**config.mk**
```make
export PLATFORM = sky130hd
export DESIGN_NAME = clk_fast_top
export DESIGN_NICKNAME = d
export VERILOG_FILES = /design/src/hw/clk_fast_pkg.sv /design/src/hw/clk_fb_div.sv /design/src/hw/clk_domain_div.sv /design/src/hw/clk_stretch_gen.sv /design/src/hw/clk_fast_ctl.sv /design/src/hw/clk_fast_top.sv
export VERILOG_INCLUDE_DIRS = /design/src /design/src/hw
export SDC_FILE = /design/constraint.sdc
export NUM_CORES = 1
export LEC_CHECK = 0
export BUFFER_PORTS_ARGS = -buffer_cell sky130_fd_sc_hd__buf_4
export CORE_UTILIZATION = 35
export DETAILED_ROUTE_END_ITERATION = 8
export PLACE_DENSITY = 0.54
export SETUP_SLACK_MARGIN = 0.02
export SYNTH_ARGS = -nofsm -noshare
export SYNTH_HDL_FRONTEND = slang
export SYNTH_HIERARCHICAL = 1
export SYNTH_SLANG_ARGS = --single-unit
```
**constraint.sdc**
```tcl
create_clock -name ctu_clsp -period 4.68 [get_ports ctu_clsp]
set_input_delay 1.404 -clock ctu_clsp [delete_from_list [all_inputs] [get_ports ctu_clsp]]
set_output_delay 1.404 -clock ctu_clsp [all_outputs]
set_load 0.02 [all_outputs]
```
**src/hw/clk_fast_defines.svh**
```systemverilog
`ifndef CLK_FAST_DEFINES_SVH
`define CLK_FAST_DEFINES_SVH

// --------------------
// divider sizing
// --------------------

// width of every divisor and every divide count
`define CLK_DIV_W 4

// legal divisor range
// divide by 1 has no place in this unit
`define CLK_DIV_MIN 2
// largest value a 4 bit divisor holds
`define CLK_DIV_MAX 15

`endif

```
**src/hw/clk_fast_pkg.sv**
```systemverilog
package clk_fast_pkg;

  `include "clk_fast_defines.svh"

  // divisor or count value
  typedef logic [`CLK_DIV_W-1:0] div_t;

  // fast control states
  typedef enum logic [1:0] {
    CTL_IDLE,
    CTL_ARMED,
    CTL_RUN
  } ctl_state_e;

  // stretch generator states
  typedef enum logic [1:0] {
    STR_IDLE,
    STR_COUNT,
    STR_HOLD
  } stretch_state_e;

endpackage

```
**src/hw/clk_fb_div.sv**
```systemverilog
`timescale 1ns/100ps

`include "clk_fast_defines.svh"

module clk_fb_div (
  input  logic               ctu_clsp,
  input  logic               rst,
  input  clk_fast_pkg::div_t jdiv,
  output logic               align_edge,
  output logic               jbus_fb_div
);

  clk_fast_pkg::div_t count;
  clk_fast_pkg::div_t last;

  // terminal count of the feedback divider
  assign last = jdiv - clk_fast_pkg::div_t'(1);

  // last count before wrap
  // dividers released here line up with the next feedback pulse
  assign align_edge = (count == last);

  // free running, no stretch on the feedback path
  always_ff @(posedge ctu_clsp)
  begin
    if (rst)
    begin
      count       <= '0;
      jbus_fb_div <= 1'b0;
    end
    else
    begin
      count       <= align_edge ? '0 : count + clk_fast_pkg::div_t'(1);
      // pulse one cycle after count zero
      jbus_fb_div <= (count == '0);
    end
  end

  // divisor kept legal once out of reset
  a_jdiv_range : assert property (
    @(posedge ctu_clsp) disable iff (rst)
    (jdiv >= `CLK_DIV_MIN) && (jdiv <= `CLK_DIV_MAX)
  );

endmodule

```
**src/hw/clk_domain_div.sv**
```systemverilog
`timescale 1ns/100ps

module clk_domain_div (
  input  logic               ctu_clsp,
  input  logic               rst,
  input  logic               run,
  input  logic               hold,
  input  clk_fast_pkg::div_t div,
  output logic               dom_div
);

  clk_fast_pkg::div_t count;
  logic               cnt_zero;
  logic               cnt_last;

  assign cnt_zero = (count == '0);
  assign cnt_last = (count == div - clk_fast_pkg::div_t'(1));

  // --------------------
  // domain divide
  // --------------------

  always_ff @(posedge ctu_clsp)
  begin
    if (rst)
    begin
      count   <= '0;
      dom_div <= 1'b0;
    end
    else if (!run)
    begin
      // parked at zero so release pulses next cycle
      count   <= '0;
      dom_div <= 1'b0;
    end
    else
    begin
      // hold freezes count and suppresses the pulse
      // whole period grows by one cycle
      dom_div <= cnt_zero && !hold;
      if (!hold)
      begin
        count <= cnt_last ? '0 : count + clk_fast_pkg::div_t'(1);
      end
    end
  end

  // no pulse unless released a cycle earlier
  a_no_pulse_before_run : assert property (
    @(posedge ctu_clsp) disable iff (rst)
    dom_div |-> $past(run)
  );

endmodule

```
**src/hw/clk_stretch_gen.sv**
```systemverilog
`timescale 1ns/100ps

module clk_stretch_gen (
  input  logic               ctu_clsp,
  input  logic               rst,
  input  logic               run,
  input  logic               stretch_trig,
  input  logic               jbus_div,
  input  clk_fast_pkg::div_t stretch_cnt,
  output logic               hold
);

  clk_fast_pkg::stretch_state_e state;
  clk_fast_pkg::div_t           cnt;
  logic                         trig_smp;
  logic                         trig_smp_dly;
  logic                         trig_1sht;

  // --------------------
  // trigger capture
  // --------------------

  // trigger launched on jbus side
  // only safe to look at on jbus pulses
  always_ff @(posedge ctu_clsp)
  begin
    if (rst)
    begin
      trig_smp     <= 1'b0;
      trig_smp_dly <= 1'b0;
    end
    else
    begin
      if (jbus_div)
      begin
        trig_smp <= stretch_trig;
      end
      trig_smp_dly <= trig_smp;
    end
  end

  // rising sample, one cycle wide
  assign trig_1sht = trig_smp && !trig_smp_dly;

  // --------------------
  // delay and hold
  // --------------------

  always_ff @(posedge ctu_clsp)
  begin
    if (rst)
    begin
      state <= clk_fast_pkg::STR_IDLE;
      cnt   <= '0;
    end
    else
    begin
      case (state)
        clk_fast_pkg::STR_IDLE:
        begin
          // later triggers dropped until back here
          if (trig_1sht && run)
          begin
            state <= clk_fast_pkg::STR_COUNT;
            cnt   <= stretch_cnt - clk_fast_pkg::div_t'(1);
          end
        end
        clk_fast_pkg::STR_COUNT:
        begin
          if (cnt == clk_fast_pkg::div_t'(1))
          begin
            state <= clk_fast_pkg::STR_HOLD;
          end
          else
          begin
            cnt <= cnt - clk_fast_pkg::div_t'(1);
          end
        end
        clk_fast_pkg::STR_HOLD:
        begin
          state <= clk_fast_pkg::STR_IDLE;
        end
        default:
        begin
          state <= clk_fast_pkg::STR_IDLE;
        end
      endcase
    end
  end

  // single cycle freeze of every domain divider
  assign hold = (state == clk_fast_pkg::STR_HOLD);

  // each stretch costs exactly one cycle
  a_hold_one_cycle : assert property (
    @(posedge ctu_clsp) disable iff (rst)
    hold |=> !hold
  );

endmodule

```
**src/hw/clk_fast_ctl.sv**
```systemverilog
`timescale 1ns/100ps

module clk_fast_ctl (
  input  logic ctu_clsp,
  input  logic rst,
  input  logic start_clk,
  input  logic align_edge,
  input  logic jbus_fb_div,
  input  logic jbus_dom_div,
  output logic run,
  output logic jbus_div,
  output logic jbus_mult_rst_l
);

  clk_fast_pkg::ctl_state_e state;
  clk_fast_pkg::ctl_state_e state_nxt;
  logic                     start_smp;

  // --------------------
  // start sampling
  // --------------------

  // start_clk only looked at on feedback pulses
  always_ff @(posedge ctu_clsp)
  begin
    if (rst)
    begin
      start_smp <= 1'b0;
    end
    else if (jbus_fb_div)
    begin
      start_smp <= start_clk;
    end
  end

  // --------------------
  // run fsm
  // --------------------

  always_comb
  begin
    state_nxt = state;
    case (state)
      clk_fast_pkg::CTL_IDLE:
      begin
        if (start_smp)
        begin
          state_nxt = clk_fast_pkg::CTL_ARMED;
        end
      end
      clk_fast_pkg::CTL_ARMED:
      begin
        // start withdrawn before the edge came
        if (!start_smp)
        begin
          state_nxt = clk_fast_pkg::CTL_IDLE;
        end
        else if (align_edge)
        begin
          state_nxt = clk_fast_pkg::CTL_RUN;
        end
      end
      clk_fast_pkg::CTL_RUN:
      begin
        if (!start_smp)
        begin
          state_nxt = clk_fast_pkg::CTL_IDLE;
        end
      end
      default:
      begin
        state_nxt = clk_fast_pkg::CTL_IDLE;
      end
    endcase
  end

  always_ff @(posedge ctu_clsp)
  begin
    if (rst)
    begin
      state <= clk_fast_pkg::CTL_IDLE;
    end
    else
    begin
      state <= state_nxt;
    end
  end

  // all dividers released together
  assign run = (state == clk_fast_pkg::CTL_RUN);

  // registered run picks the jbus source
  // feedback copy stands in until release
  assign jbus_div = run ? jbus_dom_div : jbus_fb_div;

  // --------------------
  // multiplier reset
  // --------------------

  // set on first jbus pulse in run
  // cleared on the same edge that drops run
  always_ff @(posedge ctu_clsp)
  begin
    if (rst)
    begin
      jbus_mult_rst_l <= 1'b0;
    end
    else if (state_nxt != clk_fast_pkg::CTL_RUN)
    begin
      jbus_mult_rst_l <= 1'b0;
    end
    else if (run && jbus_div)
    begin
      jbus_mult_rst_l <= 1'b1;
    end
  end

  // multiplier never out of reset with dividers held
  a_mult_rst_in_run : assert property (
    @(posedge ctu_clsp) disable iff (rst)
    jbus_mult_rst_l |-> run
  );

endmodule

```
**src/hw/clk_fast_top.sv**
```systemverilog
`timescale 1ns/100ps

module clk_fast_top (
  input  logic               ctu_clsp,
  input  logic               rst,
  input  logic               start_clk,
  input  logic               stretch_trig,
  input  clk_fast_pkg::div_t cdiv,
  input  clk_fast_pkg::div_t ddiv,
  input  clk_fast_pkg::div_t jdiv,
  input  clk_fast_pkg::div_t stretch_cnt,
  output logic               cmp_div,
  output logic               dram_div,
  output logic               jbus_div,
  output logic               jbus_fb_div,
  output logic               jbus_mult_rst_l,
  output logic               run
);

  logic align_edge;
  logic jbus_dom_div;
  logic hold;

  // --------------------
  // feedback and control
  // --------------------

  // jbus copy for the pll feedback path
  clk_fb_div u_fb_div (
    .ctu_clsp    (ctu_clsp),
    .rst         (rst),
    .jdiv        (jdiv),
    .align_edge  (align_edge),
    .jbus_fb_div (jbus_fb_div)
  );

  clk_fast_ctl u_ctl (
    .ctu_clsp        (ctu_clsp),
    .rst             (rst),
    .start_clk       (start_clk),
    .align_edge      (align_edge),
    .jbus_fb_div     (jbus_fb_div),
    .jbus_dom_div    (jbus_dom_div),
    .run             (run),
    .jbus_div        (jbus_div),
    .jbus_mult_rst_l (jbus_mult_rst_l)
  );

  // stretch timed off the selected jbus pulse
  clk_stretch_gen u_stretch (
    .ctu_clsp     (ctu_clsp),
    .rst          (rst),
    .run          (run),
    .stretch_trig (stretch_trig),
    .jbus_div     (jbus_div),
    .stretch_cnt  (stretch_cnt),
    .hold         (hold)
  );

  // --------------------
  // domain dividers
  // --------------------

  clk_domain_div u_cmp_div (
    .ctu_clsp (ctu_clsp),
    .rst      (rst),
    .run      (run),
    .hold     (hold),
    .div      (cdiv),
    .dom_div  (cmp_div)
  );

  clk_domain_div u_dram_div (
    .ctu_clsp (ctu_clsp),
    .rst      (rst),
    .run      (run),
    .hold     (hold),
    .div      (ddiv),
    .dom_div  (dram_div)
  );

  // muxed with feedback inside control
  clk_domain_div u_jbus_div (
    .ctu_clsp (ctu_clsp),
    .rst      (rst),
    .run      (run),
    .hold     (hold),
    .div      (jdiv),
    .dom_div  (jbus_dom_div)
  );

endmodule

```
==> impl_metrics.csv <==
group,metric,value,unit
global_route,grt.overflow.total,0,
logic_synthesis,synth_area_leaders,"dfxtp_1 (34%), ha_1 (9.8%), xnor2_1 (9.2%), xor2_1 (6.9%), nor3_1 (5.0%)",
sta,worstMarginPinSlew,446,ps
global_route,grt_max_degree,21,
final_layout,nNetsFinal,268,
logic_synthesis,netlist.area_leader.share,0.336,
sta,fin_worst_skew,3.53,ps
final_layout,n_antenna_cell,0,
worst_setup_path,path_cells,"nand2b_1, inv_1, o21ai_2, buf_4",
placed_design,gp_congestion,0.728,
logic_synthesis,netlist_area,0.00191,sq mm
global_route,antenna_found_initial,0,
clock_network,clock_latency,280,ps
placed_design,dpl.hpwl,2440,um
clock_network,cts-resized-gates,0,
final_layout,syn_to_final_growth,19.4,%
power_and_ir_drop,p_per_area,258,mW/mm^2
route,drt-initial-drc-count,63,
worst_setup_path,criticalPathCategory,"flop to primary output",
logic_synthesis,yosysMostFrequentCell,"dfxtp_1",
sta,finalHoldViolCount,0,
final_layout,nFillCells,516,
worst_setup_path,max_stage_delay,390,ps
clock_network,cts_tree,"yes",
logic_synthesis,synth_ff_type,"dfxtp_1",
clock_network,cts-htree-levels,2,
run_status,status,"finished, final reports clean",
clock_network,postCtsSetupBuffers,0,
logic_synthesis,synth.net_count,236,
worst_setup_path,crit_path_end_kind,"primary output",
clock_network,clkSlewWorstSetupHoldPaths,60,ps
logic_synthesis,synth_seq_cells,32,
sta,setup_slack,2000,ps
worst_setup_path,cp_max_fo,6,
final_layout,drive_gt1_frac,0.179,
min_path,hold_path_end,"u_stretch/state[1]",
placed_design,dp_cells,296,
route,vias,1431,
sta,hold_slack,481,ps
floorplan,io_pins,26,
logic_synthesis,ys_seq_area_frac,0.336,
clock_network,numCtsBuffers,5,
worst_setup_path,cp.arrival,1280,ps
power_and_ir_drop,p_leak,0.936,nW
worst_setup_path,timing.rr.end,"u_stretch/cnt[0]",
floorplan,die-width,75.8,um
logic_synthesis,ys_top_cells_by_count,"dfxtp_1 (32), inv_1 (22), xnor2_1 (20)",
worst_setup_path,critical_path.slowest_cell,"dfxtp_1",
route,totalWireLength,3320,um
clock_network,cts_root_buf,"clkbuf_8",
route,first_pass_iters,4,
sta,rsz0062_at_grt,"no",
sta,clock.fmax,373,MHz
placed_design,numPortBuffers,25,
min_path,hp-class,"flop to flop",
final_layout,multiInputGateArea,0.00118,sq mm
route,ant_nets,0,
floorplan,start_util,0.368,
placed_design,preCtsSetupSlack,1790,ps
clock_network,cts_sinks,32,
logic_synthesis,synth_warnings,6,
final_layout,fin_cells,304,
logic_synthesis,syn_avg_cell_area,9.48,sq um
worst_setup_path,reg2reg_slack,3020,ps
worst_setup_path,r2r-start,"u_ctl/state[0]",
min_path,min_from,"u_stretch/cnt[3]",
worst_setup_path,required,3280,ps
floorplan,dieArea,0.00574,sq mm
sta,finalWorstPathRequiredPeriod,2680,ps
sta,fin_tns_setup,0,ps
route,viasPerCell,4.71,
floorplan,row_count,26,
sta,finalSetupViolations,0,
global_route,grt_pass1_wl,5680,um
run,cap_violations,0,
sta,finalCritPeriodShare,0.573,
global_route,grt_pass1_vias,1295,
min_path,min_path_cells,1,
logic_synthesis,synth.distinct_cells,34,
route,drc,0,
clock_network,postCtsHoldBufs,0,
logic_synthesis,synthArstFlopShare,0,
logic_synthesis,synth-edff-count,0,
floorplan,dieHeight,75.8,um
power_and_ir_drop,peakVddDrop,0.153,mV
route,wl_per_cell,10.9,um
worst_setup_path,r2r_cells,6,
worst_setup_path,cp-start-kind,"flop",
final_layout,seqCellArea,641,sq um
floorplan,core_area,0.00517,sq mm
clock_network,clockBufferDepth,2,
logic_synthesis,syn_inst,201,
sta,maxSlewViolCount,0,
worst_setup_path,crit_buf_inv,2,
worst_setup_path,crit_family,"flip-flops",
logic_synthesis,yosys.area.top_type,"dfxtp_1",
global_route,grtUsageTotal,0.132,
sta,relSlewSlack,0.700,
## through the flow
stage	area, sq um	util	power (mW)
finish	2270	0.440	0.588
floorplan	1910	-	0.349
global placement	2180	0.422	0.378
detailed placement	2180	0.422	0.378
global route	2270	0.440	0.621
CTS	2270	0.440	0.599
## area by class of cell
cell class	instances	share of cell area
clock buffers	8	0.0396
inverters	22	0.0363
well taps	70	0.0385
multi-input cells	146	0.518
repair buffers	26	0.0858
flip-flops and latches	32	0.282
## worst max path at each step
stage,to,cells past startpoint,start
CTS,jbus_div,4,u_ctl/state[0]
global route,jbus_div,4,u_ctl/state[0]
finish,jbus_div,4,u_ctl/state[0]
detailed placement,u_ctl/jbus_mult_rst_l,8,jdiv[0]
global placement,u_ctl/jbus_mult_rst_l,8,jdiv[0]
floorplan,u_ctl/jbus_mult_rst_l,7,jdiv[0]
## sequential cells by signal (all words and copies together), names as in the netlist, 2 cells and up
signal and count:
u_stretch/state 2, u_jbus_div/count 4, u_fb_div/count 4, u_ctl/state 2
u_cmp_div/count 4, u_stretch/cnt 4, u_dram_div/count 4
## cells by family after synthesis
group,count (synthesis),synth area share
xor+xnor,36,0.174
mux,7,0.0368
flops,32,0.336
simple gates,73,0.245
compound gates,15,0.0644
buf+inv,23,0.0453
fa+ha+maj,15,0.0985
## where the power goes
group	leakage, nW	internal [mW]	total (mW)	switching (mW)
Sequential	0.259	0.280	0.288	0.00828
Clock	0.0455	0.120	0.216	0.0966
Combinational	0.632	0.0444	0.0834	0.0390
## per-layer routing
metal | track usage | part of all wire | wire length [um]
met1 | 0.178 | 0.51 | 1680
met2 | 0.189 | 0.42 | 1410
met3 | 0.0397 | 0.050 | 165
met4 | 0.0720 | 0.019 | 64
met5 | 0 | 0 | 0
## layout by cell type (no fill, tap or decap), types with 6 or more instances in the layout
cell type	n
xnor2_1	20
inv_1	22
mux2i_1	7
nor2_1	8
buf_4	26
nor3_1	19
clkbuf_8	6
ha_1	15
nand2b_1	10
dfxtp_1	32
xor2_1	15
nor2b_1	8
No activity file was read; power rests on OpenSTA's default activity.
